## config.mk

```make
export PLATFORM = sky130hd
export DESIGN_NAME = bg_fetcher
export DESIGN_NICKNAME = d
export VERILOG_FILES = /design/src/verilog/ppu_pkg.sv /design/src/verilog/bg_fetcher.sv
export VERILOG_INCLUDE_DIRS = /design/src /design/src/verilog
export SDC_FILE = /design/constraint.sdc
export NUM_CORES = 1
export LEC_CHECK = 0
export BUFFER_PORTS_ARGS = -buffer_cell sky130_fd_sc_hd__buf_2
export CAP_MARGIN = 20
export CORE_MARGIN = 2
export CORE_UTILIZATION = 30
export CTS_BUF_LIST = sky130_fd_sc_hd__clkbuf_2 sky130_fd_sc_hd__clkbuf_4 sky130_fd_sc_hd__clkbuf_8
export CTS_CLUSTER_SIZE = 24
export DETAILED_ROUTE_END_ITERATION = 16
export HOLD_SLACK_MARGIN = 0.15
export PLACE_DENSITY_LB_ADDON = 0.15
export REMOVE_ABC_BUFFERS = 1
export SLEW_MARGIN = 5
export SYNTH_ARGS = -nofsm -noshare
export SYNTH_HDL_FRONTEND = slang
export SYNTH_SLANG_ARGS = --single-unit
```

## constraint.sdc

```tcl
create_clock -name clk -period 2.28 [get_ports clk]
set_input_delay 0.456 -clock clk [delete_from_list [all_inputs] [get_ports clk]]
set_output_delay 0.456 -clock clk [all_outputs]
set_load 0.05 [all_outputs]
```

## src/verilog/ppu_defs.svh

```systemverilog
`ifndef PPU_DEFS_SVH
`define PPU_DEFS_SVH

// ======================================================================
// Screen and frame geometry
// ======================================================================
`define PPU_DOTS_PER_LINE   9'd456
`define PPU_LINES_PER_FRAME 8'd154
`define PPU_VISIBLE_LINES   8'd144
`define PPU_SCREEN_W        8'd160

// Mode lengths in dots, mode 0 takes the rest of the line
`define PPU_MODE2_LEN       9'd80
`define PPU_MODE3_LEN       9'd172

// ======================================================================
// CPU address map
// ======================================================================
`define PPU_VRAM_BASE       16'h8000
`define PPU_VRAM_LAST       16'h9FFF

`define PPU_REG_LCDC        16'hFF40
`define PPU_REG_SCY         16'hFF42
`define PPU_REG_SCX         16'hFF43
`define PPU_REG_LY          16'hFF44
`define PPU_REG_BGP         16'hFF47

// LCD on, tile data at 8000, map at 9800, background on
`define PPU_LCDC_RESET      8'h91

`endif

```

## src/verilog/ppu_pkg.sv

```systemverilog
package ppu_pkg;

  // Encoded as the hardware mode number
  typedef enum logic [1:0] {
    PPU_MODE_0 = 2'd0,  // H-blank
    PPU_MODE_1 = 2'd1,  // V-blank
    PPU_MODE_2 = 2'd2,  // OAM scan
    PPU_MODE_3 = 2'd3   // Pixel transfer
  } ppu_mode_t;

  // Raw background colour index
  typedef logic [1:0] color_idx_t;

  // Shade after the BGP palette
  typedef logic [1:0] shade_t;

  // Background fetcher steps
  typedef enum logic [2:0] {
    FETCH_MAP,
    FETCH_LO,
    FETCH_HI,
    FETCH_PUSH,
    FETCH_IDLE
  } fetch_state_t;

endpackage

```

## src/verilog/bg_fetcher.sv

```systemverilog
`include "ppu_defs.svh"

module bg_fetcher (
  input  logic                      clk,
  input  logic                      reset,
  input  ppu_pkg::ppu_mode_t        mode,
  input  logic                      line_start,
  input  logic [7:0]                ly,
  input  logic [7:0]                scx,
  input  logic [7:0]                scy,
  input  logic [7:0]                lcdc,
  output logic [12:0]               vram_addr,
  input  logic [7:0]                vram_rdata,
  input  logic                      space,
  output logic                      push_en,
  output ppu_pkg::color_idx_t [7:0] push_px
);
  import ppu_pkg::*;

  fetch_state_t state;
  logic [4:0]   col;
  logic [7:0]   row;
  logic [7:0]   tile_num;
  logic [7:0]   data_lo;
  logic [7:0]   data_hi;
  logic [15:0]  map_addr;
  logic [15:0]  data_addr;
  logic         data_base_bit;

  // Map entry at 9800 or 9C00 with 32 tiles per row
  assign map_addr = {5'b10011, lcdc[3], row[7:3], col};

  // Signed mode puts tiles 0..127 at 9000 and 128..255 at 8800
  assign data_base_bit = lcdc[4] ? 1'b0 : ~tile_num[7];
  assign data_addr = {3'b100, data_base_bit, tile_num, row[2:0], state == FETCH_HI};

  assign vram_addr = 13'(((state == FETCH_MAP) ? map_addr : data_addr) - `PPU_VRAM_BASE);

  assign push_en = (state == FETCH_PUSH) && space;

  // Leftmost pixel sits in slot 0 and comes from bit 7
  always_comb begin
    for (int i = 0; i < 8; i++) begin
      push_px[i] = {data_hi[7 - i], data_lo[7 - i]};
    end
  end

  always_ff @(posedge clk or posedge reset) begin
    if (reset) begin
      state <= FETCH_IDLE;
      col   <= 5'd0;
      row   <= 8'd0;
    end else if (mode != PPU_MODE_3) begin
      state <= FETCH_IDLE;
    end else if (line_start) begin
      col   <= scx[7:3];
      row   <= ly + scy;
      state <= FETCH_MAP;
    end else begin
      case (state)
        FETCH_MAP:  state <= FETCH_LO;
        FETCH_LO:   state <= FETCH_HI;
        FETCH_HI:   state <= FETCH_PUSH;
        FETCH_PUSH: begin
          // Hold here until the FIFO has room for a whole tile
          if (space) begin
            col   <= col + 5'd1;
            state <= FETCH_MAP;
          end
        end
        default: ;
      endcase
    end
  end

  // Tile number and bitplanes
  always_ff @(posedge clk) begin
    case (state)
      FETCH_MAP: tile_num <= vram_rdata;
      FETCH_LO:  data_lo  <= vram_rdata;
      FETCH_HI:  data_hi  <= vram_rdata;
      default: ;
    endcase
  end

  // Pixel transfer always opens with a line_start pulse
  assert property (@(posedge clk) disable iff (reset)
    (mode == PPU_MODE_3 && !line_start) |-> (state != FETCH_IDLE));

endmodule

```

* Word level (Yosys, flattened, before mapping)
Cells that the tools add are included.
Cells by class: add/subtract/negate cells 3, equal/unequal tests 5, mux-type cells 9, bitwise gates (word level) 2, reduce and logical (&&, ||, !) cells 8
Operator list (count):
- 5-bit two-way mux | 3
- 13-bit two-way mux | 1
- 13-bit by 1-bit subtractor with 13-bit output (second input constant) | 1
- 3-bit case mux with 4 select lines | 1
- 3-bit two-way mux | 3
- 8-bit adder | 1
- 3-bit by 2-bit equality test with 1-bit output (second input constant) | 2
- 6-bit nonzero test | 1
- 5-bit by 1-bit adder with 5-bit output (second input constant) | 1
- 4-bit by 3-bit inequality test with 1-bit output (second input constant) | 1
- 2-bit AND reduction | 2
- 2-bit nonzero test | 2
- 3-bit by 1-bit equality test with 1-bit output (second input constant) | 1
- 3-bit logical NOT | 1
- 3-bit AND reduction | 1
- 2-bit inequality test (second input constant) | 1
- 1-bit NOT | 2
- 1-bit logical AND | 1
- 1-bit two-way mux | 1
Word-level totals: bits in registers 40, input port bits 46, output and inout port bits 30, logic and storage cells 33

* Longest topological paths before layout
Gate-level depths: netlist of run 1.
depth in word-level cells 4, depth in mapped cells 8

* Worst setup path before layout of run 1
Ideal clock, no wire load.
path kind register to output, start register state[0], end output port vram_addr[0], data arrival time 1.514 ns, required time 1.824 ns, setup slack 0.310 ns, stages on the path, launching flop included 2, buffers on the path 0, path through dfrtp_1 -> nor3_1
Between the ends: cells in the longest elaborated chain, start to end 3, elaborated cells on any way between the ends 4
RTL lines:
- start, declared | RTL line bg_fetcher.sv:20 | fetch_state_t state;
- start signal, assigned | RTL line bg_fetcher.sv:50 | state <= FETCH_IDLE;
- start signal, assigned | RTL line bg_fetcher.sv:54 | state <= FETCH_IDLE;
- start signal, assigned | RTL line bg_fetcher.sv:58 | state <= FETCH_MAP;
- 3-bit by 2-bit equality test with 1-bit output / 3-bit logical NOT (equally long branches) | RTL line bg_fetcher.sv:35, bg_fetcher.sv:37
- 13-bit two-way mux (*) | RTL line bg_fetcher.sv:37 | assign vram_addr = 13'(((state == FETCH_MAP) ? map_addr : data_addr) - `PPU_VRAM_BASE);
- 13-bit by 1-bit subtractor with 13-bit output (no source line) (*)
- end, declared | RTL line bg_fetcher.sv:12 | output logic [12:0] vram_addr,
Every way passes the cells marked *; elsewhere a longest branch is shown, timed or not.

* Final worst setup path of run 1
start register state[1], end output port vram_addr[2]
Same word-level chain as after synthesis.

==> impl_metrics.tcl, run 1 <==
set metrics [dict create \
    ios 76 \
    cts_setup_buffers 0 \
    drt_wl_total_mm 3.76 \
    hold_buffers 0 \
    min_path_type "in -> async" \
    numCtsBuffers 5 \
    power_density_nw_per_um2 699 \
    yosysWarningCount 0 \
    layout.nets 276 \
    slew_headroom_pct 57.5 \
    core-area_sq_um 5990 \
    crit_arrival_ns 1.72 \
    synth_top_area_share_pct 38.5 \
    synth.avg_cell_area_sq_um 12.6 \
    htreeDepth 2 \
    fin_cells 297 \
    synthMuxAreaShare_pct 7.68 \
    die_h_microns 83.0 \
    antenna_found_initial 0 \
    synth_seq_cells 40 \
    antenna_cells_inserted 0 \
    ctsResizeCount 0 \
    clkTransAtPathRegs_ns 0.07 \
    async_reset_ff_share_pct 40.0 \
    synth-simple-area-share_pct 9.35 \
    synth_cells 149 \
    globalRouteTotalUtil_pct 11.5 \
    cts_max_path_buffers 2 \
    synth-xor-area-share_pct 2.34 \
    grt_pass1_vias 1296 \
    ys_seq_area_share_pct 59.9 \
    regArea_sq_um 1120 \
    dieArea_sq_um 6890 \
    required_ns 1.82 \
    initialDrtViolationCount 69 \
    fmax_mhz 459 \
    p_leak_nw 1.06 \
    yosys.area.top_type "edfxtp_1" \
    drv_slew 0 \
    n_fill_cell 593 \
    r2r_cells 6 \
    placed_cell_area_sq_um 2310 \
    maxCapViolCount 0 \
    gp_congestion 0.731 \
    synth_cell_types 35 \
    crit-reg2reg-launch "state[2]" \
    grt_pass1_wl_mm 6.29 \
    clk_latency_ns 0.29 \
    synth_enable_flop_cells 24 \
    critPathKind "reg -> out" \
    worst-r2r-setup-slack_ns 0.80 \
    drc 0 \
    initial_core_util_pct 31.3 \
    synthAdderAreaFrac_pct 6.41 \
    cts.sinks 40 \
    dr_total_vias 1370 \
    endpoint_kind "primary output" \
    synth_ff_type "edfxtp_1" \
    ant_nets 0 \
    num_rows 28 \
    via_per_inst 4.61 \
    setup_viol 0 \
    fin_skew_ns 0.00445 \
    cp_max_fo 11 \
    reg2reg_to "col[0]" \
    start_kind "flip-flop" \
    syn-cell-area_sq_um 1870 \
    fp.dieW_microns 83.0 \
    dp_hpwl_mm 2.88 \
    multiInputGateArea_sq_um 708 \
    drive_above_1_share_pct 41.9 \
    grt_max_degree 18 \
    place_inst 289 \
    final_area_sq_um 2390 \
    first_pass_iters 4 \
    cts_tree "built" \
    synth_compound_area_share_pct 11.8 \
    worst_pin_slew_ns 0.637 \
    fin_crit_ns 2.18 \
    cts-root-buf "clkbuf_8" \
    hold_viol_final 0 \
    vdd_drop_max_mv 0.274 \
    drt-wirelength-per-cell_microns 12.6 \
    rsz0062_at_grt "false" \
    grt_overflow 0 \
    io_buffer_count 66 \
    synth_area_leaders "edfxtp_1 (38%), dfrtp_1 (20%), mux2_2 (6.6%), ha_1 (5.3%), o21ai_0 (4.0%)" \
    synth_top_family_by_area "compound AO/OA/AOI/OAI gates" \
    area_delta_synth_final_pct 27.9 \
    min_period_over_period_pct 95.6 \
    status "finished clean" \
]
==> cells by family after synthesis <==
family | after synthesis
XOR/XNOR | 5
flip-flops | 40
AND/OR/NAND/NOR | 34
multiplexers | 13
AO/OA/AOI/OAI | 37
buffers and inverters | 11
adder cells (fa/ha/maj) | 9
==> power by group <==
part           total (mW)  internal [mW]  switching (mW)
logic               0.346          0.133           0.212
clock network       0.450          0.213           0.237
registers           0.878          0.829          0.0494
==> cells in the mapped netlist (all sizes together) (2+ instances only) <==
library cell  count
o21bai            3
inv               6
nand3             5
xor2              2
nor3              8
a31oi             3
buf               4
dfrtp            15
edfxtp           24
nand2            10
xnor2             3
nor2              4
o21a              3
a21oi             7
o21ai            15
mux2i             2
mux2             11
a21o              2
ha                8
==> worst max-delay path, cell delays in order (launching register included) <==
cell and delay [ns]:
dfrtp_1 0.43, nor3_2 0.19, buf_4 0.24, mux2_2 0.36, buf_2 0.21
==> layout make-up <==
type	instances	share of cell area, %
timing repair buffer	70	15.0
multi-input combinational	98	29.6
tap	75	3.92
clock inverter	3	0.784
inverter	6	0.940
clock buffer	5	2.87
sequential	40	46.9
==> how the worst max path moves through the flow <==
stage / endpoint / cells past startpoint / from / slack, ns
CTS: vram_addr[5] / 4 / state[1] / 0.09
finish: vram_addr[2] / 4 / state[1] / 0.10
detailed placement: row[6] / 9 / ly[0] / 0.22
global route: vram_addr[2] / 4 / state[1] / 0.01
global placement: row[6] / 9 / ly[0] / 0.24
floorplan: vram_addr[12] / 2 / state[1] / -0.53
==> sequential cells by signal, summed over array words and instances (netlist names) <==
register,cells
data_hi,8
data_lo,8
row,8
tile_num,8
col,5
state,3
==> through the flow <==
step / utilization, % / setup TNS (ns) / total power [mW] / hold WS (ns) / setup WS, ns
after floorplan: - / -6.02 / 1.13 / 0.369 / -0.529
after global placement: 38.5 / 0 / 1.24 / 0.456 / 0.245
after detailed placement: 38.5 / 0 / 1.24 / 0.469 / 0.219
after CTS: 40.0 / 0 / 1.70 / 0.262 / 0.0864
after global routing: 40.0 / 0 / 1.78 / 0.301 / 0.0114
final: 40.0 / 0 / 1.67 / 0.242 / 0.100
==> routing by layer <==
metal	part of all wire [%]	global-route usage (%)
met5	0	0
met4	1.7	4.47
met3	6.0	3.48
met2	46	17.3
met1	46	15.5
==> cells in the final DEF, fill, tap and decap left out, drive strengths merged <==
cell type | synthesis | routed
and4b | 1 | 1
o31a | 1 | 1
a21oi | 7 | 7
nor2b | 1 | 1
nor2 | 4 | 4
clkinv | 0 | 3
buf | 4 | 70
a31oi | 3 | 3
and3 | 1 | 1
mux2i | 2 | 2
fa | 1 | 1
xnor2 | 3 | 3
xor2 | 2 | 2
or2 | 1 | 1
o31ai | 1 | 1
nand3 | 5 | 5
inv | 6 | 6
dfstp | 1 | 1
clkbuf | 1 | 5
nor3 | 8 | 8
a21o | 2 | 2
o21bai | 3 | 3
nand2 | 10 | 10
edfxtp | 24 | 24
nand4 | 1 | 1
ha | 8 | 8
dfrtp | 15 | 15
mux2 | 11 | 11
o21ai | 15 | 15
nor4 | 1 | 1
o21a | 3 | 3
and3b | 1 | 1
a22oi | 1 | 1
a211oi | 1 | 1
Power figures use the tool's default switching activity.
==> run 2: changes to the inputs <==
--- a/config.mk
+++ b/config.mk
@@ -6,6 +6,7 @@
 export SDC_FILE = /design/constraint.sdc
 export NUM_CORES = 1
 export LEC_CHECK = 0
+export ABC_AREA = 1
 export BUFFER_PORTS_ARGS = -buffer_cell sky130_fd_sc_hd__buf_2
 export CAP_MARGIN = 20
 export CORE_MARGIN = 2
==> run 2 against run 1 <==
Die area is 6.4% higher. Cell count is 22% higher. Flip-flop and latch count stayed put. Critical path type unchanged. Largest power group unchanged.
==> impl_metrics.tcl, run 2 <==
set metrics [dict create \
    synth.avg_cell_area_sq_um 9.43 \
    fp.dieW_microns 85.6 \
    cts-root-buf "clkbuf_8" \
    synth_area_leaders "edfxtp_1 (36%), dfrtp_1 (19%), nand2_1 (13%), ha_1 (5.0%), inv_1 (4.7%)" \
    synth_ff_type "edfxtp_1" \
    min_path_type "in -> async" \
    htreeDepth 2 \
    critPathSlowestCell "dfrtp_1" \
    regArea_sq_um 1120 \
    p_leak_nw 1.28 \
    dp_hpwl_mm 3.24 \
    start_kind "flip-flop" \
    vdd_drop_max_mv 0.306 \
    via_per_inst 4.42 \
    die_h_microns 85.6 \
    clk_latency_ns 0.29 \
    setup_viol 0 \
    synth_top_area_share_pct 36.0 \
    min_period_over_period_pct 95.1 \
    ant_nets 0 \
    first_pass_iters 4 \
    maxCapViolCount 0 \
    fmax_mhz 461 \
    cts.sinks 40 \
    cp_max_fo 12 \
    drv_slew 0 \
    initial_core_util_pct 31.3 \
    path_delay_family "buffers and inverters" \
    yosysWarningCount 0 \
    cts_setup_buffers 0 \
    drive_above_1_share_pct 31.5 \
    place_inst 355 \
    antenna_cells_inserted 0 \
    synth_enable_flop_cells 24 \
    fin_crit_ns 2.17 \
    path_common_cell "nor2_1" \
    path_buf_inv 3 \
    cts_max_path_buffers 2 \
    async_reset_ff_share_pct 40.0 \
    ios 76 \
    gp_congestion 0.765 \
    crit_arrival_ns 1.71 \
    drc 0 \
    grt_pass1_wl_mm 6.93 \
    synth_seq_cells 40 \
    fin_cells 363 \
    clkTransAtPathRegs_ns 0.09 \
    rsz0062_at_grt "false" \
    power_density_nw_per_um2 711 \
    slowest_delay_ns 0.42 \
    num_rows 29 \
    initialDrtViolationCount 45 \
    final_cell_mix "nand2_1 (67), buf_2 (63), inv_1 (25)" \
    synth_cell_types 27 \
    synth_cells 212 \
    area_delta_synth_final_pct 26.9 \
    fin_skew_ns 0.00715 \
    hold_viol_final 0 \
    yosysMostFrequentCell "nand2_1" \
    final_common_cell "nand2_1" \
    slew_headroom_pct 44.0 \
    drt-wirelength-per-cell_microns 11.7 \
    ys_seq_area_share_pct 56.1 \
    drt_wl_total_mm 4.25 \
    required_ns 1.82 \
    synth_common_cells "nand2_1 (67), inv_1 (25), edfxtp_1 (24)" \
    worst_pin_slew_ns 0.837 \
    syn-cell-area_sq_um 2000 \
    io_buffer_count 66 \
    numCtsBuffers 5 \
    status "finished clean" \
    cts_tree "built" \
    multiInputGateArea_sq_um 743 \
    hold_ws_ns 0.229 \
    endpoint_kind "primary output" \
    dr_total_vias 1605 \
    core-area_sq_um 6390 \
    globalRouteTotalUtil_pct 12.1 \
    dieArea_sq_um 7330 \
    yosys.area.top_type "edfxtp_1" \
    grt_max_degree 17 \
    crit_path_cell_trace "nor2_1 -> inv_1 -> nor2_1 -> buf_4 -> nand2_1 -> o21ai_0 -> clkbuf_4" \
    grt_pass1_vias 1496 \
    n_fill_cell 675 \
    grt_overflow 0 \
    antenna_found_initial 0 \
    critPathKind "reg -> out" \
    layout.nets 340 \
]
## run 2: changes by cell type in the layout (fill, tap and decap cells not counted), sizes merged, moves of 4 or more
cell,delta
buf,-4
or2,+4
mux2,-11
nand2,+59
nor2,+12
inv,+21
nand3,+10
nor3,-8
## run 2: worst register-to-register path: stages, from the launching register on
cell and delay (ns):
dfstp_2 0.37, inv_1 0.09, nand2_1 0.09, nor2_1 0.65
## run 2: report_power, final
group	internal (mW)	switching, mW	total [mW]	leakage [nW]
Clock	0.324	0.256	0.580	0.0541
Sequential	0.824	0.0414	0.866	0.417
Combinational	0.125	0.233	0.358	0.808
Total	1.27	0.530	1.80	1.28
## run 2: path summary, 6_finish.rpt
check	start	slack [ns]	end	cells after the start
setup / recovery	state[0]	0.11	vram_addr[3]	7
hold / removal	reset	0.23	state[0]	2
setup reg to reg	state[2]	0.71	data_lo[2]	3
hold reg to reg	row[0]	0.48	row[0]	2
max in group asynchronous	reset	1.63	row[5]	2
min in group clk	vram_rdata[0]	0.36	data_lo[0]	1
## run 2: area by class of cell
class / instances / share of cell area [%]
Sequential cell: 40 / 44.2
Multi-Input combinational cell: 142 / 29.3
Timing Repair Buffer: 69 / 14.2
Inverter: 27 / 4.09
Tap cell: 77 / 3.80
Clock buffer: 5 / 2.71
Clock inverter: 3 / 1.68
## run 2: metal layers
layer  routed length [microns]  global-route usage [%]  vias up
met3                       250                    3.18        5
met5                         0                       0        -
li1                          -                       -      837
met4                        61                    3.90        0
met1                      2090                    16.0      717
met2                      1850                    19.2       46
## run 2: kinds of logic after synthesis
logic type / synth area share [%]
AOI/OAI and AO/OA: 5.82
adders and majority gates: 6.01
and+or+nand+nor: 24.4
buffers and inverters: 6.70
xor gates and xnor gates: 0.438
muxes: 0.501
DFF: 56.1
## run 2: repair_timing
item,4_1_cts,5_1_grt
setup endpoints to repair,0,3
hold buffers,0,0
gates resized for setup,0,3
## run 2: stage by stage
step | setup TNS [ns] | cell area [sq um] | utilization (%) | power [mW] | worst slack, ns
CTS | 0 | 2530 | 39.6 | 1.83 | 0.0769
global route | 0 | 2540 | 39.7 | 1.91 | 0.00264
detailed placement | 0 | 2420 | 37.9 | 1.24 | 0.421
floorplan | -0.848 | 1970 | - | 1.13 | -0.221
finish | 0 | 2540 | 39.7 | 1.80 | 0.111
global placement | 0 | 2420 | 37.9 | 1.24 | 0.425
==> run 3: changes to the inputs <==
--- a/config.mk
+++ b/config.mk
@@ -10,11 +10,10 @@
 export BUFFER_PORTS_ARGS = -buffer_cell sky130_fd_sc_hd__buf_2
 export CAP_MARGIN = 20
 export CORE_MARGIN = 2
-export CORE_UTILIZATION = 30
+export CORE_UTILIZATION = 46
 export CTS_BUF_LIST = sky130_fd_sc_hd__clkbuf_2 sky130_fd_sc_hd__clkbuf_4 sky130_fd_sc_hd__clkbuf_8
 export CTS_CLUSTER_SIZE = 24
 export DETAILED_ROUTE_END_ITERATION = 16
-export HOLD_SLACK_MARGIN = 0.15
 export PLACE_DENSITY_LB_ADDON = 0.15
 export REMOVE_ABC_BUFFERS = 1
 export SLEW_MARGIN = 5
==> run 3 against run 2 <==
Non-clock buffer count decreased by 1. Sequential share of layout area grew 0.69 points. Register-to-register slack gained 0.09 ns. Total power fell by 0.62%. Via count is 1.5% higher. Critical endpoint unchanged. Clock power shrank 2%. Combinational power increased by 1%.
==> impl_metrics.tcl, run 3 (synthesis gave the netlist of run 2 again) <==
set metrics [dict create \
    required_ns 1.82 \
    crit-reg2reg-launch "state[2]" \
    n_fill_cell 377 \
    ant_nets 0 \
    p_leak_nw 1.28 \
    hold_viol_final 0 \
    numCtsBuffers 5 \
    slew_headroom_pct 52.3 \
    drive_above_1_share_pct 31.2 \
    core-area_sq_um 4090 \
    dr_total_vias 1629 \
    power_density_nw_per_um2 718 \
    die_h_microns 69.9 \
    worst-r2r-setup-slack_ns 0.80 \
    cts_tree "built" \
    multiInputGateArea_sq_um 743 \
    cts-root-buf "clkbuf_8" \
    hold_buffers 0 \
    first_pass_iters 4 \
    endpoint_kind "primary output" \
    layout.nets 339 \
    grt_pass1_wl_mm 6.31 \
    io_buffer_count 66 \
    drv_slew 0 \
    vdd_drop_max_mv 0.495 \
    status "finished clean" \
    setup-tns-final_ns 0 \
    initial_core_util_pct 48.9 \
    fmax_mhz 469 \
    drt-wirelength-per-cell_microns 11.2 \
    worst_pin_slew_ns 0.712 \
    clkTransAtPathRegs_ns 0.08 \
    area_delta_synth_final_pct 25.0 \
    place_inst 327 \
    regArea_sq_um 1120 \
    antenna_found_initial 0 \
    crit_arrival_ns 1.68 \
    fin_cells 335 \
    final_area_sq_um 2500 \
    fin_crit_ns 2.13 \
    min_path_type "in -> async" \
    via_per_inst 4.86 \
    ctsResizeCount 0 \
    fp.dieW_microns 69.9 \
    grt_pass1_vias 1447 \
    maxCapViolCount 0 \
    drt_wl_total_mm 3.76 \
    cts_setup_buffers 0 \
    fin_skew_ns 0.00598 \
    critPathKind "reg -> out" \
    setup_viol 0 \
    placed_cell_area_sq_um 2380 \
    dp_hpwl_mm 3.00 \
    antenna_cells_inserted 0 \
    reg2reg_to "data_lo[4]" \
    dieArea_sq_um 4890 \
    clk_latency_ns 0.29 \
    ios 76 \
    grt_overflow 0 \
    r2r_cells 3 \
    min_period_over_period_pct 93.6 \
    hold_ws_ns 0.227 \
    grt_max_degree 17 \
    globalRouteTotalUtil_pct 16.3 \
    initialDrtViolationCount 109 \
    drc 0 \
    htreeDepth 2 \
    cts_max_path_buffers 2 \
    cts.sinks 40 \
    start_kind "flip-flop" \
    num_rows 23 \
    final_common_cell "nand2_1" \
    final_cell_mix "nand2_1 (67), buf_2 (62), inv_1 (25)" \
    gp_congestion 0.759 \
    cp_max_fo 13 \
]
## run 3: final cells by class
cell class / instances / area share (%)
clock buffers: 6 / 3.05
clock inverters: 2 / 1.40
inverters: 27 / 4.16
multi-input cells: 142 / 29.7
flip-flops and latches: 40 / 44.9
well taps: 50 / 2.50
repair buffers: 68 / 14.2
## run 3: report_power, final
part	internal, mW	switching, mW
logic	0.128	0.234
registers	0.825	0.0389
clock network	0.336	0.231
total	1.29	0.504
## run 3: critical path: stages (launching register included)
cell      delay (ns)
dfrtp_1         0.41
nor2_1          0.09
inv_1           0.07
nor2_1          0.19
buf_4           0.24
nand2_1         0.06
o21ai_0         0.07
clkbuf_4        0.26
## run 3: layer usage
layer  routed length [microns]  track usage (%)  vias to the layer above
met5                         0                0                        -
met4                        49             5.77                        0
li1                          -                -                      836
met2                      1660             25.1                       63
met3                       270             3.90                        7
met1                      1780             22.5                      723
## run 3: worst max-delay path by stage
stage | startpoint | slack, ns | end
2_1_floorplan | state[0] | -0.22 | vram_addr[12]
3_3_place_gp | state[0] | 0.45 | vram_addr[3]
3_5_place_dp | state[0] | 0.42 | vram_addr[7]
4_1_cts | state[0] | 0.1 | vram_addr[7]
5_1_grt | state[0] | -0.001 | vram_addr[3]
6_report | state[0] | 0.15 | vram_addr[3]
## run 3: per-stage QoR
step	utilization (%)	worst slack, ns	total power [mW]
global route	61.1	-0.00144	1.89
detailed placement	58.2	0.424	1.24
floorplan	-	-0.221	1.13
global placement	58.2	0.447	1.23
finish	61.1	0.146	1.79
CTS	60.9	0.0965	1.81
